### src/logic/vlsu_pkg.sv
package vlsu_pkg;

  ////////////////////////////////////////////////////////////////////////////
  // Word and register geometry
  ////////////////////////////////////////////////////////////////////////////

  // Memory and VRF words share one width
  localparam int unsigned ELEN  = 32;
  localparam int unsigned ELENB = ELEN / 8;

  // One vector register is VLENB bytes wide
  localparam int unsigned VLENB          = 32;
  localparam int unsigned WORDS_PER_VREG = VLENB / ELENB;
  localparam int unsigned NR_VREGS       = 32;

  ////////////////////////////////////////////////////////////////////////////
  // Encodings
  ////////////////////////////////////////////////////////////////////////////

  // Value is log2 of the element size in bytes
  typedef enum logic [1:0] {
    EW_8  = 2'b00,
    EW_16 = 2'b01,
    EW_32 = 2'b10
  } vsew_e;

  typedef enum logic {
    OP_VLE  = 1'b0,
    OP_VLSE = 1'b1
  } vlsu_op_e;

  ////////////////////////////////////////////////////////////////////////////
  // Common types
  ////////////////////////////////////////////////////////////////////////////

  typedef logic [$clog2(NR_VREGS)-1:0] vreg_t;

  // Element count, 0 up to one register of bytes
  typedef logic [$clog2(VLENB):0] vl_t;

  // Register number times WORDS_PER_VREG plus word index
  typedef logic [$clog2(NR_VREGS*WORDS_PER_VREG)-1:0] vrf_addr_t;

  typedef logic [ELEN-1:0] word_t;
  typedef logic [ELENB-1:0] be_t;

  // Byte position inside one word
  typedef logic [$clog2(ELENB)-1:0] offs_t;

  typedef logic [2:0] insn_id_t;

endpackage
### src/logic/vlsu_rob_if.sv
// Allocation side of the reorder buffer
interface rob_alloc_if #(
  parameter int unsigned NrOutstanding = 4
);

  localparam int unsigned IdWidth = $clog2(NrOutstanding);

  logic                alloc;
  vlsu_pkg::vrf_addr_t vrf_addr;
  vlsu_pkg::offs_t     lane;
  vlsu_pkg::offs_t     offset;
  vlsu_pkg::vsew_e     vsew;
  vlsu_pkg::vlsu_op_e  op;
  // Unit-stride byte count, zero is a full word
  vlsu_pkg::offs_t     nbytes;
  logic                last;
  vlsu_pkg::insn_id_t  insn_id;
  logic                full;
  logic [IdWidth-1:0]  free_id;

  modport producer (
    output alloc, vrf_addr, lane, offset, vsew, op, nbytes, last, insn_id,
    input  full, free_id
  );

  modport buffer (
    input  alloc, vrf_addr, lane, offset, vsew, op, nbytes, last, insn_id,
    output full, free_id
  );

endinterface

// Head of the reorder buffer towards the VRF writer
interface rob_read_if #(
  parameter int unsigned NrOutstanding = 4
);

  localparam int unsigned IdWidth = $clog2(NrOutstanding);

  logic                head_valid;
  logic [IdWidth-1:0]  head_id;
  vlsu_pkg::word_t     head_data;
  vlsu_pkg::vrf_addr_t vrf_addr;
  vlsu_pkg::offs_t     lane;
  vlsu_pkg::offs_t     offset;
  vlsu_pkg::vsew_e     vsew;
  vlsu_pkg::vlsu_op_e  op;
  vlsu_pkg::offs_t     nbytes;
  logic                last;
  vlsu_pkg::insn_id_t  insn_id;
  logic                pop;

  modport buffer (
    output head_valid, head_id, head_data, vrf_addr, lane, offset, vsew, op, nbytes,
    output last, insn_id,
    input  pop
  );

  modport consumer (
    input  head_valid, head_id, head_data, vrf_addr, lane, offset, vsew, op, nbytes,
    input  last, insn_id,
    output pop
  );

endinterface

### src/logic/vlsu_top.sv
module vlsu_top #(
  parameter  int unsigned NrOutstanding = 4,
  localparam int unsigned IdWidth       = $clog2(NrOutstanding)
) (
  input  logic                clk_i,
  input  logic                rst_n_i,
  // Instruction request
  input  logic                req_valid_i,
  output logic                req_ready_o,
  input  vlsu_pkg::vlsu_op_e  req_op_i,
  input  vlsu_pkg::vsew_e     req_vsew_i,
  input  vlsu_pkg::vl_t       req_vl_i,
  input  vlsu_pkg::word_t     req_base_i,
  input  vlsu_pkg::word_t     req_stride_i,
  input  vlsu_pkg::vreg_t     req_vd_i,
  input  vlsu_pkg::insn_id_t  req_id_i,
  // Memory request
  output logic                mem_req_valid_o,
  input  logic                mem_req_ready_i,
  output vlsu_pkg::word_t     mem_req_addr_o,
  output logic [IdWidth-1:0]  mem_req_id_o,
  // Memory response
  input  logic                mem_rsp_valid_i,
  input  logic [IdWidth-1:0]  mem_rsp_id_i,
  input  vlsu_pkg::word_t     mem_rsp_data_i,
  // VRF write
  output logic                vrf_we_o,
  input  logic                vrf_wready_i,
  output vlsu_pkg::vrf_addr_t vrf_waddr_o,
  output vlsu_pkg::word_t     vrf_wdata_o,
  output vlsu_pkg::be_t       vrf_wbe_o,
  // Instruction response
  output logic                rsp_valid_o,
  output vlsu_pkg::insn_id_t  rsp_id_o
);

  rob_alloc_if #(.NrOutstanding(NrOutstanding)) alloc_if ();
  rob_read_if  #(.NrOutstanding(NrOutstanding)) read_if ();

  vlsu_addr_gen #(
    .NrOutstanding(NrOutstanding)
  ) i_addr_gen (
    .clk_i          (clk_i),
    .rst_n_i        (rst_n_i),
    .req_valid_i    (req_valid_i),
    .req_ready_o    (req_ready_o),
    .req_op_i       (req_op_i),
    .req_vsew_i     (req_vsew_i),
    .req_vl_i       (req_vl_i),
    .req_base_i     (req_base_i),
    .req_stride_i   (req_stride_i),
    .req_vd_i       (req_vd_i),
    .req_id_i       (req_id_i),
    .mem_req_valid_o(mem_req_valid_o),
    .mem_req_ready_i(mem_req_ready_i),
    .mem_req_addr_o (mem_req_addr_o),
    .mem_req_id_o   (mem_req_id_o),
    .alloc          (alloc_if.producer)
  );

  vlsu_reorder_buffer #(
    .NrOutstanding(NrOutstanding)
  ) i_rob (
    .clk_i          (clk_i),
    .rst_n_i        (rst_n_i),
    .mem_rsp_valid_i(mem_rsp_valid_i),
    .mem_rsp_id_i   (mem_rsp_id_i),
    .mem_rsp_data_i (mem_rsp_data_i),
    .alloc          (alloc_if.buffer),
    .rd             (read_if.buffer)
  );

  vlsu_vrf_writer #(
    .NrOutstanding(NrOutstanding)
  ) i_vrf_writer (
    .clk_i       (clk_i),
    .rst_n_i     (rst_n_i),
    .vrf_we_o    (vrf_we_o),
    .vrf_wready_i(vrf_wready_i),
    .vrf_waddr_o (vrf_waddr_o),
    .vrf_wdata_o (vrf_wdata_o),
    .vrf_wbe_o   (vrf_wbe_o),
    .rsp_valid_o (rsp_valid_o),
    .rsp_id_o    (rsp_id_o),
    .rd          (read_if.consumer)
  );

endmodule

### src/logic/vlsu_vrf_writer.sv
module vlsu_vrf_writer #(
  parameter  int unsigned NrOutstanding = 4,
  localparam int unsigned IdWidth       = $clog2(NrOutstanding)
) (
  input  logic                clk_i,
  input  logic                rst_n_i,
  // VRF write port
  output logic                vrf_we_o,
  input  logic                vrf_wready_i,
  output vlsu_pkg::vrf_addr_t vrf_waddr_o,
  output vlsu_pkg::word_t     vrf_wdata_o,
  output vlsu_pkg::be_t       vrf_wbe_o,
  // Instruction response
  output logic                rsp_valid_o,
  output vlsu_pkg::insn_id_t  rsp_id_o,
  // Head of the reorder buffer
  rob_read_if.consumer        rd
);

  function automatic vlsu_pkg::word_t rot_right(vlsu_pkg::word_t d, vlsu_pkg::offs_t b);
    logic [2*vlsu_pkg::ELEN-1:0] dd;
    dd = {d, d} >> (b * 8);
    return dd[vlsu_pkg::ELEN-1:0];
  endfunction

  function automatic vlsu_pkg::word_t rot_left(vlsu_pkg::word_t d, vlsu_pkg::offs_t b);
    logic [2*vlsu_pkg::ELEN-1:0] dd;
    dd = {d, d} << (b * 8);
    return dd[2*vlsu_pkg::ELEN-1:vlsu_pkg::ELEN];
  endfunction

  function automatic vlsu_pkg::be_t elem_mask(vlsu_pkg::vsew_e sew);
    unique case (sew)
      vlsu_pkg::EW_8:  return 4'b0001;
      vlsu_pkg::EW_16: return 4'b0011;
      default:         return 4'b1111;
    endcase
  endfunction

  vlsu_pkg::word_t aligned;
  vlsu_pkg::be_t   wbe;

  logic                we_q;
  vlsu_pkg::vrf_addr_t waddr_q;
  vlsu_pkg::word_t     wdata_q;
  vlsu_pkg::be_t       wbe_q;
  logic                last_q;
  vlsu_pkg::insn_id_t  id_q;

  ////////////////////////////////////////////////////////////////////////////
  // Realignment
  ////////////////////////////////////////////////////////////////////////////

  // Drop the memory offset first, then move to the VRF lane
  assign aligned = rot_left(rot_right(rd.head_data, rd.offset), rd.lane);

  always_comb begin
    if (rd.op == vlsu_pkg::OP_VLE) begin
      // Enable the leading bytes and the full word for a zero count
      wbe = (rd.nbytes == '0) ? '1 : vlsu_pkg::be_t'((5'd1 << rd.nbytes) - 5'd1);
    end else begin
      wbe = vlsu_pkg::be_t'(elem_mask(rd.vsew) << rd.lane);
    end
  end

  ////////////////////////////////////////////////////////////////////////////
  // Write register
  ////////////////////////////////////////////////////////////////////////////

  // Take the next head when the register is empty or drains this cycle
  assign rd.pop = rd.head_valid && (!we_q || vrf_wready_i);

  always_ff @(posedge clk_i) begin
    if (!rst_n_i) begin
      we_q <= 1'b0;
    end else if (rd.pop) begin
      we_q <= 1'b1;
    end else if (vrf_wready_i) begin
      we_q <= 1'b0;
    end
  end

  always_ff @(posedge clk_i) begin
    if (rd.pop) begin
      waddr_q <= rd.vrf_addr;
      wdata_q <= aligned;
      wbe_q   <= wbe;
      last_q  <= rd.last;
      id_q    <= rd.insn_id;
    end
  end

  assign vrf_we_o    = we_q;
  assign vrf_waddr_o = waddr_q;
  assign vrf_wdata_o = wdata_q;
  assign vrf_wbe_o   = wbe_q;

  // Instruction done when its last entry lands in the VRF
  assign rsp_valid_o = we_q && vrf_wready_i && last_q;
  assign rsp_id_o    = id_q;

  vrf_write_stable: assert property (@(posedge clk_i) disable iff (!rst_n_i)
    vrf_we_o && !vrf_wready_i |=>
      vrf_we_o && $stable(vrf_waddr_o) && $stable(vrf_wdata_o) && $stable(vrf_wbe_o));

endmodule

### src/logic/vlsu_reorder_buffer.sv
module vlsu_reorder_buffer #(
  parameter  int unsigned NrOutstanding = 4,
  localparam int unsigned IdWidth       = $clog2(NrOutstanding)
) (
  input  logic               clk_i,
  input  logic               rst_n_i,
  // Memory response, always accepted
  input  logic               mem_rsp_valid_i,
  input  logic [IdWidth-1:0] mem_rsp_id_i,
  input  vlsu_pkg::word_t    mem_rsp_data_i,
  // Producer and consumer sides
  rob_alloc_if.buffer        alloc,
  rob_read_if.buffer         rd
);

  typedef logic [IdWidth-1:0] id_t;

  // What the writer needs to commit one entry
  typedef struct packed {
    vlsu_pkg::vrf_addr_t vrf_addr;
    vlsu_pkg::offs_t     lane;
    vlsu_pkg::offs_t     offset;
    vlsu_pkg::vsew_e     vsew;
    vlsu_pkg::vlsu_op_e  op;
    vlsu_pkg::offs_t     nbytes;
    logic                last;
    vlsu_pkg::insn_id_t  insn_id;
  } entry_t;

  logic [NrOutstanding-1:0] busy_q;
  logic [NrOutstanding-1:0] filled_q;

  // Allocation and commit both run in order
  id_t wptr_q;
  id_t rptr_q;

  vlsu_pkg::word_t data_q [NrOutstanding];
  entry_t          info_q [NrOutstanding];
  entry_t          head;

  ////////////////////////////////////////////////////////////////////////////
  // Entry state
  ////////////////////////////////////////////////////////////////////////////

  always_ff @(posedge clk_i) begin
    if (!rst_n_i) begin
      busy_q   <= '0;
      filled_q <= '0;
      wptr_q   <= '0;
      rptr_q   <= '0;
    end else begin
      if (alloc.alloc) begin
        busy_q[wptr_q] <= 1'b1;
        wptr_q         <= wptr_q + 1'b1;
      end
      if (mem_rsp_valid_i) begin
        filled_q[mem_rsp_id_i] <= 1'b1;
      end
      // Pop never hits the entry being allocated or filled
      if (rd.pop) begin
        busy_q[rptr_q]   <= 1'b0;
        filled_q[rptr_q] <= 1'b0;
        rptr_q           <= rptr_q + 1'b1;
      end
    end
  end

  ////////////////////////////////////////////////////////////////////////////
  // Storage
  ////////////////////////////////////////////////////////////////////////////

  always_ff @(posedge clk_i) begin
    if (alloc.alloc) begin
      info_q[wptr_q] <= '{
        vrf_addr: alloc.vrf_addr,
        lane:     alloc.lane,
        offset:   alloc.offset,
        vsew:     alloc.vsew,
        op:       alloc.op,
        nbytes:   alloc.nbytes,
        last:     alloc.last,
        insn_id:  alloc.insn_id
      };
    end
    if (mem_rsp_valid_i) begin
      data_q[mem_rsp_id_i] <= mem_rsp_data_i;
    end
  end

  // Next free slot is still busy once all entries are out
  assign alloc.full    = busy_q[wptr_q];
  assign alloc.free_id = wptr_q;

  assign head = info_q[rptr_q];

  assign rd.head_valid = busy_q[rptr_q] && filled_q[rptr_q];
  assign rd.head_id    = rptr_q;
  assign rd.head_data  = data_q[rptr_q];
  assign rd.vrf_addr   = head.vrf_addr;
  assign rd.lane       = head.lane;
  assign rd.offset     = head.offset;
  assign rd.vsew       = head.vsew;
  assign rd.op         = head.op;
  assign rd.nbytes     = head.nbytes;
  assign rd.last       = head.last;
  assign rd.insn_id    = head.insn_id;

  // Memory only answers requests that are outstanding, and each only once
  rsp_hits_pending: assert property (@(posedge clk_i) disable iff (!rst_n_i)
    mem_rsp_valid_i |-> busy_q[mem_rsp_id_i] && !filled_q[mem_rsp_id_i]);

endmodule

### src/logic/vlsu_addr_gen.sv
module vlsu_addr_gen #(
  parameter  int unsigned NrOutstanding = 4,
  localparam int unsigned IdWidth       = $clog2(NrOutstanding)
) (
  input  logic               clk_i,
  input  logic               rst_n_i,
  // Instruction request
  input  logic               req_valid_i,
  output logic               req_ready_o,
  input  vlsu_pkg::vlsu_op_e req_op_i,
  input  vlsu_pkg::vsew_e    req_vsew_i,
  input  vlsu_pkg::vl_t      req_vl_i,
  input  vlsu_pkg::word_t    req_base_i,
  input  vlsu_pkg::word_t    req_stride_i,
  input  vlsu_pkg::vreg_t    req_vd_i,
  input  vlsu_pkg::insn_id_t req_id_i,
  // Memory request
  output logic               mem_req_valid_o,
  input  logic               mem_req_ready_i,
  output vlsu_pkg::word_t    mem_req_addr_o,
  output logic [IdWidth-1:0] mem_req_id_o,
  // Reorder buffer allocation
  rob_alloc_if.producer      alloc
);

  typedef enum logic {
    ST_IDLE,
    ST_ISSUE
  } state_e;

  // Wide enough for a full register of bytes
  typedef logic [7:0] nbytes_t;

  state_e state_q;

  vlsu_pkg::vlsu_op_e op_q;
  vlsu_pkg::vsew_e    vsew_q;
  vlsu_pkg::vreg_t    vd_q;
  vlsu_pkg::insn_id_t id_q;
  vlsu_pkg::word_t    stride_q;
  vlsu_pkg::word_t    addr_q;   // byte address of the current access
  nbytes_t            bpos_q;   // byte position inside vd
  nbytes_t            rem_q;    // bytes not yet requested

  logic    accept;
  logic    issue;
  logic    last_req;
  nbytes_t step;

  assign accept = req_valid_i && req_ready_o;
  assign issue  = mem_req_valid_o && mem_req_ready_i;

  // Unit-stride walks whole words, strided walks single elements
  assign step     = (op_q == vlsu_pkg::OP_VLE) ? nbytes_t'(vlsu_pkg::ELENB)
                                               : nbytes_t'(1) << vsew_q;
  assign last_req = rem_q <= step;

  ////////////////////////////////////////////////////////////////////////////
  // Control FSM
  ////////////////////////////////////////////////////////////////////////////

  always_ff @(posedge clk_i) begin
    if (!rst_n_i) begin
      state_q <= ST_IDLE;
    end else begin
      unique case (state_q)
        ST_IDLE: begin
          if (accept) begin
            state_q <= ST_ISSUE;
          end
        end
        ST_ISSUE: begin
          if (issue && last_req) begin
            state_q <= ST_IDLE;
          end
        end
        default: state_q <= ST_IDLE;
      endcase
    end
  end

  ////////////////////////////////////////////////////////////////////////////
  // Instruction register and walk counters
  ////////////////////////////////////////////////////////////////////////////

  always_ff @(posedge clk_i) begin
    if (accept) begin
      op_q     <= req_op_i;
      vsew_q   <= req_vsew_i;
      vd_q     <= req_vd_i;
      id_q     <= req_id_i;
      stride_q <= req_stride_i;
      addr_q   <= req_base_i;
      bpos_q   <= '0;
      // vl counts elements, turn it into bytes
      rem_q    <= nbytes_t'(req_vl_i) << req_vsew_i;
    end else if (issue) begin
      addr_q <= addr_q + ((op_q == vlsu_pkg::OP_VLE) ? vlsu_pkg::word_t'(vlsu_pkg::ELENB)
                                                     : stride_q);
      bpos_q <= bpos_q + step;
      rem_q  <= rem_q - step;
    end
  end

  assign req_ready_o = (state_q == ST_IDLE);

  // Withheld while the buffer has no free entry
  assign mem_req_valid_o = (state_q == ST_ISSUE) && !alloc.full;
  assign mem_req_addr_o  = addr_q & ~vlsu_pkg::word_t'(vlsu_pkg::ELENB - 1);
  assign mem_req_id_o    = alloc.free_id;

  assign alloc.alloc    = issue;
  assign alloc.vrf_addr = vlsu_pkg::vrf_addr_t'(vd_q * vlsu_pkg::WORDS_PER_VREG
                                                + bpos_q / vlsu_pkg::ELENB);
  assign alloc.lane     = vlsu_pkg::offs_t'(bpos_q);
  assign alloc.offset   = vlsu_pkg::offs_t'(addr_q);
  assign alloc.vsew     = vsew_q;
  assign alloc.op       = op_q;
  // Partial count only on the tail word of a unit-stride load
  assign alloc.nbytes   = (op_q == vlsu_pkg::OP_VLE && last_req) ? vlsu_pkg::offs_t'(rem_q)
                                                                 : '0;
  assign alloc.last     = last_req;
  assign alloc.insn_id  = id_q;

  // A held memory request must not change under the slave
  mem_req_stable: assert property (@(posedge clk_i) disable iff (!rst_n_i)
    mem_req_valid_o && !mem_req_ready_i |=>
      mem_req_valid_o && $stable(mem_req_addr_o) && $stable(mem_req_id_o));

endmodule

### config.mk
export PLATFORM = sky130hd
export DESIGN_NAME = vlsu_top
export DESIGN_NICKNAME = d
export VERILOG_FILES = /design/src/logic/vlsu_pkg.sv /design/src/logic/vlsu_rob_if.sv /design/src/logic/vlsu_top.sv /design/src/logic/vlsu_vrf_writer.sv /design/src/logic/vlsu_reorder_buffer.sv /design/src/logic/vlsu_addr_gen.sv
export SDC_FILE = /design/constraint.sdc
export NUM_CORES = 1
export LEC_CHECK = 0
export ABC_CLOCK_PERIOD_IN_PS = 4400
export BUFFER_PORTS_ARGS = -buffer_cell sky130_fd_sc_hd__buf_4
export CAP_MARGIN = 20
export CORE_ASPECT_RATIO = 0.8
export CORE_MARGIN = 3
export CORE_UTILIZATION = 46
export DETAILED_ROUTE_END_ITERATION = 12
export HOLD_SLACK_MARGIN = 0.06
export PLACE_DENSITY = 0.68
export SETUP_SLACK_MARGIN = 0.3
export SLEW_MARGIN = 5
export SYNTH_ARGS = -nofsm -noshare
export SYNTH_HDL_FRONTEND = slang
export SYNTH_SLANG_ARGS = --single-unit
### constraint.sdc
create_clock -name clk_i -period 4.4 [get_ports clk_i]
set_input_delay 0.88 -clock clk_i [delete_from_list [all_inputs] [get_ports clk_i]]
set_output_delay 0.88 -clock clk_i [all_outputs]
set_load 0.05 [all_outputs]
## Word-level counts from Yosys, hierarchy flattened

Memories as Yosys holds them, arrays and structs flattened. A register that Yosys moved wholly into a read port is not among the register bits.
Index checks and enable logic that the tools add are counted.

| word-level totals | value |
|---|---|
| register bits after elaboration | 153 |
| latch bits | 0 |
| RAM bits | 212 |
| memory bits (read-only) | 0 |
| bits of input ports | 121 |
| word-level logic and storage cells | 110 |
| memories kept | 2 |

Memories:

| memory | words | bits a word | read ports | clocked after Yosys merged registers in | write ports | RTL line | RTL |
|---|---|---|---|---|---|---|---|
| i_rob.data_q | 4 | 32 | 1 | 1 | 1 | vlsu_reorder_buffer.sv:37 | `vlsu_pkg::word_t data_q [NrOutstanding];` |
| i_rob.info_q | 4 | 21 | 1 | 1 | 1 | vlsu_reorder_buffer.sv:38 | `entry_t info_q [NrOutstanding];` |

| operators by class | value |
|---|---|
| $add $sub $neg | 7 |
| multipliers | 0 |
| div/mod/pow operators | 0 |
| $lt $le $gt $ge | 7 |
| equal/unequal tests | 1 |
| shift operators | 6 |
| muxes and demuxes | 42 |
| bitwise gates (word level) | 7 |
| reductions and logical operators | 19 |

Operator list:

| cell | count |
|---|---|
| 32-bit 2-to-1 mux | 3 |
| 64-bit by 5-bit << shifter with 64-bit output | 1 |
| 64-bit by 5-bit right shift with 32-bit output | 1 |
| 4-bit 2-to-1 mux | 9 |
| 32-bit adder | 1 |
| 8-bit 2-to-1 mux | 3 |
| 1-bit 2-to-1 mux | 14 |
| 1-bit logical AND | 12 |
| 2-bit 2-to-1 mux | 5 |
| 2-bit by 3-bit less-than comparator with 1-bit output, second input constant | 3 |
| 8-bit by 6-bit adder with 8-bit output | 1 |
| 8-bit adder | 1 |
| 4-bit bitwise AND | 2 |
| 8-bit less-or-equal comparator | 1 |
| 4-bit OR | 2 |
| 4-bit case mux with 2 select lines | 1 |
| 1-bit by 2-bit << shifter with 8-bit output, first input constant | 1 |
| 6-bit by 2-bit << shifter with 8-bit output | 1 |
| 8-bit subtractor | 1 |
| 1-bit binary-select mux with 2-bit select | 3 |
| 1-bit demux with 2-bit select | 3 |
| 2-bit by 1-bit >= comparator with 1-bit output, second input constant | 3 |
| 2-bit by 1-bit adder with 2-bit output, second input constant | 2 |
| 2-bit zero test | 2 |
| 10 further kinds | 13 |

## Longest topological paths before layout

Gate-level depths: netlist (run 1).

| depth | value |
|---|---|
| depth in word-level cells | 9 |
| mapped depth | 12 |

## By module

From an unflattened synthesis (run 1), not the netlist that was laid out.

| unflattened totals | value |
|---|---|
| cell total of the unflattened synthesis | 1235 |
| area, all modules | 17337.9 sq um |

By module, submodules not included:

| module | times used | cells an instance | area an instance (sq um) |
|---|---|---|---|
| vlsu_reorder_buffer | 1 | 341 | 8395.6 |
| vlsu_addr_gen | 1 | 587 | 5906.9 |
| vlsu_vrf_writer | 1 | 307 | 3035.4 |

## Worst setup path before layout (run 1)

No wires, ideal clock.

| path | value |
|---|---|
| path type | in2reg |
| start point | input mem_rsp_id_i[1] |
| end point | memory i_rob.data_q[0][0] (netlist bit), enable pin |
| setup time | 0.471 ns |
| arrival | 3.336 ns |
| path slack | 0.593 ns |
| stages on the path | 1 |
| cells stage by stage | nor3b_1 |

RTL lines:

| item | RTL line | RTL |
|---|---|---|
| start: declaration | vlsu_top.sv:24 | `input logic [IdWidth-1:0] mem_rsp_id_i,` |
| end: declaration | vlsu_reorder_buffer.sv:37 |  |

No word-level cell before the write port.

## Worst setup path in the final report (run 1)

| path | value |
|---|---|
| start point | register i_addr_gen.op_q (netlist: i_addr_gen.alloc.op) |
| end point | register i_addr_gen.addr_q[28] (data pin) |

| between the ends | value |
|---|---|
| longest elaborated chain between the ends | 4 |

RTL lines:

| item | RTL line | RTL |
|---|---|---|
| start: declaration | vlsu_addr_gen.sv:36 | `vlsu_pkg::vlsu_op_e op_q;` |
| start signal: assignment | vlsu_addr_gen.sv:88 | `op_q <= req_op_i;` |
| 32-bit 2-to-1 mux | vlsu_addr_gen.sv:98 | `addr_q <= addr_q + ((op_q == vlsu_pkg::OP_VLE) ? vlsu_pkg::word_t'(vlsu_pkg::ELENB)` |
| 32-bit adder | vlsu_addr_gen.sv:98 |  |
| 32-bit 2-to-1 mux | vlsu_addr_gen.sv:97 | `end else if (issue) begin` |
| 32-bit 2-to-1 mux | vlsu_addr_gen.sv:87 | `if (accept) begin` |
| end signal: assignment | vlsu_addr_gen.sv:93 | `addr_q <= req_base_i;` |
| end signal: assignment | vlsu_addr_gen.sv:98 |  |
| end: declaration | vlsu_addr_gen.sv:41 | `vlsu_pkg::word_t addr_q;` |

No other way between the ends. The select of a mux whose other input is x is not followed.
A chain may end at the register's enable or synchronous reset.

==> results.json, run 1 <==
{
  "worstHoldStart": "i_rob.filled_q[1]",
  "synth_area_um2": 17200,
  "clk_pin_slew_worst_paths_ns": 0.06,
  "ios": 206,
  "cp-end-kind": "flip-flop",
  "critPathSlowestCell": "edfxtp_1",
  "syn_avg_cell_area_um2": 14.6,
  "start_util_pct": 47.3,
  "cp-startpoint": "i_addr_gen.alloc.op",
  "drt-initial-drc-count": 837,
  "crit_required_ns": 4.78,
  "r2r-start": "i_addr_gen.alloc.op",
  "wl_um": 37000,
  "async_flop_share_pct": 0,
  "drc": 0,
  "cp_max_fo": 29,
  "grt_max_degree": 53,
  "post-cts-setup-buffer-count": 0,
  "synth.top_cell.area_share_pct": 59.9,
  "start_kind": "flip-flop",
  "antenna_found_initial": 0,
  "hold_ws_ns": 0.472,
  "power.leakage_nw": 7.87,
  "ir_drop_v": 0.000345,
  "die_w_um": 222,
  "worstSetupPathType": "flip-flop to flip-flop",
  "ys_warn_count": 0,
  "insertion_delay_ns": 0.54,
  "grt_pass1_vias": 10500,
  "synth_ff_type": "edfxtp_1",
  "worst_path_largest_cell_delay_ns": 0.56,
  "period_share_pct": 73.1,
  "synth_most_common_cell": "edfxtp_1",
  "setup_ws_ns": 1.18,
  "rsz0062_at_grt": "false",
  "final_antenna_net_count": 0,
  "ys_top_cells_by_area": "edfxtp_1 (60%), mux2i_1 (7.4%), mux4_2 (7.1%)",
  "die_h_um": 179,
  "netlist_top_cells_count": "edfxtp_1 (343), mux2i_1 (127), nand2_1 (71)",
  "num_rows": 62,
  "dp_hpwl_um": 25400,
  "crit_family": "simple AND/OR/NAND/NOR gates",
  "clock_skew_ns": 0.0239,
  "r2r-end": "i_addr_gen.addr_q[28]",
  "grt_usage_pct": 18.5,
  "syn_inst": 1178,
  "netSwitchingFraction_pct": 26.5,
  "cap_violations": 0,
  "fmax_ghz": 0.311,
  "min_to": "i_rob.filled_q[1]",
  "cts-htree-levels": 2,
  "fin_crit_ns": 3.22,
  "area_delta_synth_final_pct": 20.0,
  "ys_types": 65,
  "critPathArrivalTime_ns": 3.60,
  "gp_congestion": 0.872,
  "netlist.top_cell.by_area": "edfxtp_1",
  "r2r_slack_ns": 1.18,
  "worstRegToRegCells": 10,
  "cts_tree": "yes",
  "pwr-share-comb_pct": 16.3,
  "routedWlPerCell_um": 19.5,
  "dr_total_vias": 10500,
  "dieArea_um2": 39800,
  "cp_num_buf_inv": 1,
  "min_path_cells": 2,
  "num_antenna_cells": 0,
  "synth_edf_count": 343,
  "seqPwrFrac_pct": 46.4,
  "cts_hold_buf": 0,
  "yosysSeqAreaShare_pct": 62.7,
  "finalSetupTns_ns": 0,
  "clockBufferDepth": 3,
  "grt_pass1_wl_um": 58000,
  "setup_viol": 0,
  "total_power_mw": 8.96,
  "postLayoutCellArea_um2": 20600,
  "tightest_slew_ns": 0.915,
  "drive_above_1_share_pct": 25.9,
  "intPower_mw": 6.59,
  "overflow": 0,
  "dp_slack_ns": 1.20,
  "slew_headroom_pct": 39.0,
  "crit_top_cell": "nor3_2",
  "status": "complete, no violations",
  "hold_viol_final": 0,
  "hold_class": "flip-flop to flip-flop",
  "post_dp_cell_area_um2": 19200,
  "clock-root-buffer": "clkbuf_16",
  "switching_power_mw": 2.37,
  "drt_first_pass_iters": 5,
  "maxSlewViolCount": 0,
  "numClockSinks": 367,
  "routed_via_density": 5.51,
  "nets": 1563,
  "crit_chain": "buf_4 -> and2_1 -> ha_1 -> nand2_1 -> nor3_2 -> nand4_1 -> nor3_2 -> o2111ai_1 -> a21o_1 -> a31oi_1",
  "powerDensity_nw_per_um2": 434,
  "port_buffers": 203,
  "pwr-share-clk_pct": 37.3,
  "path_depth": 10,
  "synth-seq-cells": 367,
  "cts_repair_resize_count": 0,
  "core_um2": 36400,
  "numCtsBuffers": 40
}
[layout make-up]
type,count,area [um^2]
Timing Repair Buffer,224,1740
Sequential cell,367,10800
Multi-Input combinational cell,726,6080
Fill cell,2910,15700
Tap cell,480,601
Clock buffer,43,1040
Clock inverter,31,288
Inverter,27,103
[kinds of logic after synthesis]
logic type	count (synthesis)	synth area share (%)
flip-flops	367	62.7
AND/OR/NAND/NOR	275	7.94
multiplexers	183	14.6
AO/OA/AOI/OAI	175	6.58
buffers and inverters	86	2.19
adder cells (fa/ha/maj)	56	4.25
XOR/XNOR	35	1.78
other	1	0.0218
[registers in the layout (all words and copies together), names as in the netlist, 4 cells and up, named ones only]
register	flops
i_addr_gen.stride_q	32
i_addr_gen.bpos_q	8
i_rob.data_q	128
i_addr_gen.vd_q	5
i_vrf_writer.vrf_wbe_o	4
i_rob.filled_q	4
i_vrf_writer.vrf_wdata_o	32
i_vrf_writer.vrf_waddr_o	8
i_addr_gen.rem_q	8
i_addr_gen.addr_q	32
i_rob.busy_q	4
i_rob.info_q	84
[worst max path at each step]
stage,end,slack (ns)
after global placement,i_addr_gen.addr_q[20],1.26
final,i_addr_gen.addr_q[28],1.18
after floorplan,i_rob.data_q[0][0],0.59
after detailed placement,i_addr_gen.addr_q[20],1.20
after CTS,i_addr_gen.addr_q[28],1.18
after global routing,i_addr_gen.addr_q[28],0.88
[through the flow]
stage,utilization [%],std cells
CTS,56.5,1894
detailed placement,52.9,1820
finish,56.7,1898
global placement,52.9,1820
global route,56.7,1898
floorplan,-,1179
[power by group through the flow]
stage,registers [mW],clock network [mW],logic (mW)
2_1_floorplan,4.39,0,0.839
4_1_cts,4.16,3.43,1.45
5_1_grt,4.17,3.59,1.60
3_5_place_dp,4.23,0,1.44
6_report,4.15,3.34,1.46
3_3_place_gp,4.22,0,1.42
[placed cells by master, fill, tap and decap left out, types with 4 or more instances in the layout]
cell type / synthesis / final
o22ai_1: 4 / 4
mux4_2: 54 / 54
nor3_1: 15 / 15
xor2_1: 17 / 17
and4_1: 4 / 4
clkinvlp_4: 0 / 6
clkinv_2: 0 / 8
a21oi_1: 51 / 51
o21ai_0: 27 / 27
bufinv_16: 0 / 4
o31ai_1: 4 / 4
and2_1: 37 / 37
nand4_1: 9 / 9
and3_1: 12 / 11
buf_12: 0 / 5
or3_1: 4 / 4
clkbuf_16: 0 / 41
nand3_1: 16 / 16
clkinv_1: 0 / 7
nor2b_1: 13 / 12
buf_4: 4 / 219
a21o_1: 23 / 23
fa_1: 4 / 4
a31oi_1: 7 / 7
nand2_1: 71 / 69
o211ai_1: 9 / 9
xnor2_1: 18 / 18
inv_1: 27 / 26
ha_1: 52 / 52
edfxtp_1: 343 / 343
nand2b_1: 6 / 6
a211oi_1: 9 / 9
mux2i_1: 127 / 127
dfxtp_1: 24 / 22
nor2_1: 68 / 67
nor4_1: 7 / 7
o21ai_1: 9 / 9
nor3b_1: 6 / 5
inv_6: 0 / 4
[tightest hold or removal path: cells and delay by family (launching register included)]
kind / cells / cell delay (ns)
AND/OR/NAND/NOR: 2 / 0.12
flip-flops: 1 / 0.33
[per-layer routing]
metal / global-route usage, % / vias to the layer above / wire (um)
met2: 29.6 / 291 / 17400
li1: - / 4978 / -
met1: 26.4 / 5134 / 16600
met4: 4.61 / 0 / 702
met3: 3.73 / 56 / 2340
met5: 0 / - / 0
Note: power is estimated with default switching activity, not from simulation.
==> run 2: changes to the inputs <==
--- a/config.mk
+++ b/config.mk
@@ -5,7 +5,7 @@
 export SDC_FILE = /design/constraint.sdc
 export NUM_CORES = 1
 export LEC_CHECK = 0
-export ABC_CLOCK_PERIOD_IN_PS = 4400
+export ABC_CLOCK_PERIOD_IN_PS = 3000
 export BUFFER_PORTS_ARGS = -buffer_cell sky130_fd_sc_hd__buf_4
 export CAP_MARGIN = 20
 export CORE_ASPECT_RATIO = 0.8
==> constraint.sdc (replaced) <==
create_clock -name clk_i -period 3 [get_ports clk_i]
set_input_delay 0.6 -clock clk_i [delete_from_list [all_inputs] [get_ports clk_i]]
set_output_delay 0.6 -clock clk_i [all_outputs]
set_load 0.05 [all_outputs]
==> results.json, run 2 (synthesized netlist as in run 1, its figures left out) <==
{
  "cts-htree-levels": 2,
  "drive_above_1_share_pct": 31.9,
  "grt_pass1_vias": 10700,
  "dp_hpwl_um": 26300,
  "worstSetupPathType": "flip-flop to flip-flop",
  "crit_required_ns": 3.26,
  "ir_drop_v": 0.000469,
  "reg.largest.list": "i_rob.data_q (128), i_rob.info_q (84)",
  "start_util_pct": 47.3,
  "final_cells": 1929,
  "largest_register": "i_rob.data_q",
  "largest_reg_flops": 128,
  "layout_commonest_cell": "edfxtp_1",
  "cap_violations": 0,
  "area_delta_synth_final_pct": 25.1,
  "hold_viol_final": 0,
  "start_kind": "flip-flop",
  "insertion_delay_ns": 0.53,
  "cts_tree": "yes",
  "cp_max_fo": 5,
  "cp_num_buf_inv": 1,
  "status": "complete, no violations",
  "fmax_ghz": 0.345,
  "clock_skew_ns": 0.0155,
  "die_h_um": 179,
  "num_rows": 62,
  "clk_pin_slew_worst_paths_ns": 0.06,
  "grt_usage_pct": 19.0,
  "num_antenna_cells": 0,
  "dieArea_um2": 39800,
  "grt_pass1_wl_um": 59600,
  "maxSlewViolCount": 0,
  "port_buffers": 203,
  "critPathArrivalTime_ns": 3.15,
  "period_share_pct": 96.5,
  "crit_chain": "buf_6 -> and2_4 -> ha_4 -> fa_2 -> a21o_1 -> a221o_1 -> a21oi_4 -> o211ai_1 -> a31oi_1 -> xor2_1 -> o21ai_1",
  "hold_class": "input port to flip-flop",
  "setup_viol": 0,
  "overflow": 0,
  "critPathSlowestCell": "edfxtp_1",
  "routedWlPerCell_um": 20.1,
  "final_antenna_net_count": 0,
  "clockBufferDepth": 3,
  "powerDensity_nw_per_um2": 639,
  "setup_ws_ns": 0.105,
  "drt_first_pass_iters": 5,
  "total_power_mw": 13.8,
  "power.leakage_nw": 8.16,
  "dp_slack_ns": 0.0623,
  "numClockSinks": 367,
  "worst_path_largest_cell_delay_ns": 0.38,
  "ios": 206,
  "mostFrequentLayoutCells": "edfxtp_1 (343), buf_4 (248), mux2i_1 (127), nor2_1 (66), nand2_1 (64)",
  "numCtsBuffers": 40,
  "drt-initial-drc-count": 828,
  "grt_max_degree": 44,
  "gp_congestion": 0.918,
  "dr_total_vias": 10800,
  "core_um2": 36400,
  "antenna_found_initial": 1,
  "crit_family": "compound AO/OA/AOI/OAI gates",
  "slew_headroom_pct": 56.2,
  "dp.cells": 1840,
  "hold_ws_ns": 0.246,
  "drc": 0,
  "clock-root-buffer": "clkbuf_16",
  "routed_via_density": 5.60,
  "tightest_slew_ns": 0.657,
  "fin_crit_ns": 2.89,
  "nets": 1599,
  "wl_um": 38800,
  "rsz0062_at_grt": "true",
  "postLayoutCellArea_um2": 21500,
  "post_dp_cell_area_um2": 19500,
  "die_w_um": 222,
  "cp-end-kind": "flip-flop",
  "cts_hold_buf": 0
}
==> run 2: metrics by stage <==
step / setup TNS [ns] / utilization [%]
3_3_place_gp: 0 / 53.6
4_1_cts: 0 / 57.8
3_5_place_dp: 0 / 53.6
5_1_grt: -0.0921 / 59.2
6_report: 0 / 59.2
2_1_floorplan: 0 / -
==> run 2: final timing paths <==
check                            from                 endpoint  slack, ns  cells past startpoint
setup reg to reg  i_addr_gen.alloc.op    i_addr_gen.addr_q[18]       0.11                     11
hold / removal       req_stride_i[12]  i_addr_gen.stride_q[12]       0.25                      1
setup / recovery  i_addr_gen.alloc.op    i_addr_gen.addr_q[18]       0.11                     11
hold reg to reg     i_rob.filled_q[0]        i_rob.filled_q[0]       0.48                      2
==> run 2: what timing repair did <==
item | in CTS | in global routing
resized for setup | 15 | 78
setup endpoints to repair | 18 | 44
pin swaps | 9 | 34
setup buffers | 9 | 11
==> run 2: power by group <==
part | total [mW] | switching, mW | internal (mW)
combinational | 2.48 | 1.47 | 1.01
clock | 5.18 | 1.92 | 3.25
sequential | 6.11 | 0.161 | 5.95
==> run 2: cell type report <==
type / count / area, um^2
fillers: 2801 / 14900
multi-input cells: 726 / 6620
flip-flops and latches: 367 / 10800
clock buffers: 51 / 1090
repair buffers: 260 / 2040
clock inverters: 18 / 287
well taps: 480 / 601
inverters: 27 / 103
==> run 2: per-layer routing <==
layer / part of all wire [%] / track usage (%) / vias up
met1: 46 / 27.4 / 5369
met3: 6.0 / 3.62 / 70
li1: - / - / 5038
met5: 0.033 / 0 / -
met2: 46 / 29.9 / 320
met4: 2.0 / 4.85 / 2
==> run 3: changes to the inputs <==
--- a/config.mk
+++ b/config.mk
@@ -11,11 +11,14 @@
 export CORE_ASPECT_RATIO = 0.8
 export CORE_MARGIN = 3
 export CORE_UTILIZATION = 46
+export CTS_CLUSTER_DIAMETER = 100
 export DETAILED_ROUTE_END_ITERATION = 12
 export HOLD_SLACK_MARGIN = 0.06
 export PLACE_DENSITY = 0.68
+export RECOVER_POWER = 50
 export SETUP_SLACK_MARGIN = 0.3
 export SLEW_MARGIN = 5
 export SYNTH_ARGS = -nofsm -noshare
 export SYNTH_HDL_FRONTEND = slang
+export SYNTH_HIERARCHICAL = 1
 export SYNTH_SLANG_ARGS = --single-unit
==> results.json, run 3 <==
{
  "slew_headroom_pct": -53.7,
  "cp_max_fo": 6,
  "antenna_found_initial": 5,
  "worstRegToRegCells": 13,
  "synth.top_cell.area_share_pct": 59.4,
  "dieArea_um2": 40100,
  "ys_top_cells_by_area": "edfxtp_1 (59%), mux4_2 (6.8%), ha_1 (3.8%)",
  "synth_ff_type": "edfxtp_1",
  "drc": 0,
  "dp_hpwl_um": 28800,
  "start_kind": "flip-flop",
  "hold_class": "input port to flip-flop",
  "synth-seq-cells": 367,
  "dp_slack_ns": -0.00576,
  "gp_congestion": 0.883,
  "cts_tree": "yes",
  "status": "finished with violations",
  "netlist.top_cell.by_area": "edfxtp_1",
  "start_util_pct": 47.5,
  "final_cells": 2005,
  "setup_viol": 0,
  "ys_types": 67,
  "nets": 1675,
  "synth_compound_area_share_pct": 10.0,
  "ios": 206,
  "synth_most_common_cell": "edfxtp_1",
  "port_buffers": 203,
  "die_w_um": 223,
  "violations": "max-capacitance violations, max-slew violations",
  "grt_max_degree": 63,
  "dp.cells": 1908,
  "min_path_cells": 1,
  "synth_top_family_by_area": "compound AO/OA/AOI/OAI gates",
  "yosysSeqAreaShare_pct": 62.2,
  "total_power_mw": 13.4,
  "setup_ws_ns": 0.133,
  "num_rows": 62,
  "powerDensity_nw_per_um2": 621,
  "dr_total_vias": 11400,
  "num_antenna_cells": 0,
  "synth_edf_count": 343,
  "die_h_um": 180,
  "final_util_pct": 58.9,
  "fmax_ghz": 0.349,
  "core_um2": 36500,
  "grt_usage_pct": 20.4,
  "synthMuxAreaShare_pct": 9.43,
  "hold_viol_final": 0,
  "critPathArrivalTime_ns": 3.15,
  "mostFrequentLayoutCells": "edfxtp_1 (343), buf_4 (198), nand2_1 (87), nor2_1 (64), o21ai_0 (59)",
  "routed_via_density": 5.68,
  "ir_drop_v": 0.000491,
  "layout_commonest_cell": "edfxtp_1",
  "power.leakage_nw": 7.94,
  "clk_pin_slew_worst_paths_ns": 0.06,
  "syn_inst": 1235,
  "clock-root-buffer": "clkbuf_16",
  "grt_pass1_vias": 11400,
  "rsz0062_at_grt": "true",
  "fin_crit_ns": 2.87,
  "tightest_slew_ns": 2.31,
  "synth_simple_gate_area_share_pct": 8.88,
  "synth_xor_area_share_pct": 2.16,
  "cp-end-kind": "flip-flop",
  "ys_warn_count": 6,
  "cap_violations": 3,
  "largest_register": "i_rob/data_q",
  "numClockSinks": 367,
  "maxSlewViolCount": 102,
  "hold_ws_ns": 0.267,
  "grt_pass1_wl_um": 64700,
  "area_delta_synth_final_pct": 24.0,
  "wl_um": 41900,
  "drive_above_1_share_pct": 29.9,
  "numCtsBuffers": 37,
  "clock_skew_ns": 0.0145,
  "cts-htree-levels": 2,
  "fillCellCount": 2890,
  "routedWlPerCell_um": 20.9,
  "crit_required_ns": 3.28,
  "async_flop_share_pct": 0,
  "syn_avg_cell_area_um2": 14.0,
  "worstSetupPathType": "flip-flop to flip-flop",
  "period_share_pct": 95.6,
  "largest_reg_flops": 128,
  "drt_first_pass_iters": 7,
  "reg.largest.list": "i_rob/data_q (128), i_rob/info_q (84)",
  "overflow": 0,
  "final_antenna_net_count": 0,
  "netlist_top_cells_count": "edfxtp_1 (343), nand2_1 (89), nor2_1 (67)",
  "synth_area_um2": 17300,
  "clockBufferDepth": 3,
  "insertion_delay_ns": 0.53,
  "synthAdderAreaFrac_pct": 4.21,
  "drt-initial-drc-count": 1077
}
run 3: cell count changes after synthesis, moves of 7 or more:
cell      delta
a221oi_1     +7
a211oi_1     +8
nand2_1     +18
mux2i_1     -93
a21oi_1      +7
a21o_1       -7
o211a_1      +7
a211o_1      +9
o21ai_0     +37
inv_1        +7
nand3_1     +16
clkbuf_1     +8
run 3: path summary, 6_finish.rpt:
kind                            start                     to  slack [ns]
setup / recovery  i_addr_gen/alloc.op  i_addr_gen/addr_q[30]        0.13
hold / removal            req_vd_i[2]     i_addr_gen/vd_q[2]        0.27
setup reg to reg  i_addr_gen/alloc.op  i_addr_gen/addr_q[30]        0.13
hold reg to reg     i_rob/filled_q[2]      i_rob/filled_q[2]        0.49
run 3: layer usage:
layer | vias to the layer above | part of all wire (%) | global-route usage [%]
met3 | 66 | 6.6 | 4.08
met5 | - | 0.17 | 0
met1 | 5666 | 45 | 29.8
met2 | 365 | 46 | 31.9
li1 | 5288 | - | -
met4 | 10 | 1.7 | 4.25
run 3: cells by family (layout without fill, tap and decap cells):
logic type,after synthesis,after routing
buffers and inverters,105,394
other,1,2
flip-flops,367,367
AND/OR/NAND/NOR,314,314
multiplexers,93,93
adder cells (fa/ha/maj),56,56
AO/OA/AOI/OAI,258,258
XOR/XNOR,41,41
run 3: where the power goes:
| group | internal (mW) | switching (mW) |
|---|---|---|
| clock | 2.69 | 1.92 |
| sequential | 5.95 | 0.165 |
| combinational | 1.09 | 1.54 |
run 3: stage by stage:
| step | cell area [um^2] | TNS, ns |
|---|---|---|
| final | 21500 | 0 |
| after global placement | 19700 | 0 |
| after floorplan | 17500 | -0.0698 |
| after detailed placement | 19700 | -0.00576 |
| after CTS | 21400 | 0 |
| after global routing | 21500 | -0.0377 |
run 3: worst max-delay path, stage by stage (launching register included):
cell,delay [ns]
edfxtp_1,0.45
and2_4,0.18
ha_4,0.16
fa_2,0.36
a21oi_4,0.15
o211ai_2,0.12
a2111oi_4,0.32
buf_4,0.19
buf_6,0.09
buf_6,0.09
nor4_4,0.04
o211ai_1,0.19
mux2i_1,0.21
nor3_1,0.06
run 3: timing repair:
action | in CTS | in global routing
endpoints found under the setup margin | 33 | 54
hold buffers | 0 | 0
pin swaps | 23 | 24
resized for setup | 43 | 40
buffers inserted | 18 | 13
hold endpoints to repair | 0 | 0
run 3: cell type report:
type | count | area [um^2] | share of cell area (%)
Clock inverter | 19 | 170 | 0.791
Tap cell | 480 | 601 | 2.79
Sequential cell | 367 | 10800 | 50.1
Clock buffer | 47 | 1060 | 4.92
Timing Repair Buffer | 294 | 2170 | 10.1
Inverter | 34 | 128 | 0.594
Multi-Input combinational cell | 764 | 6590 | 30.7
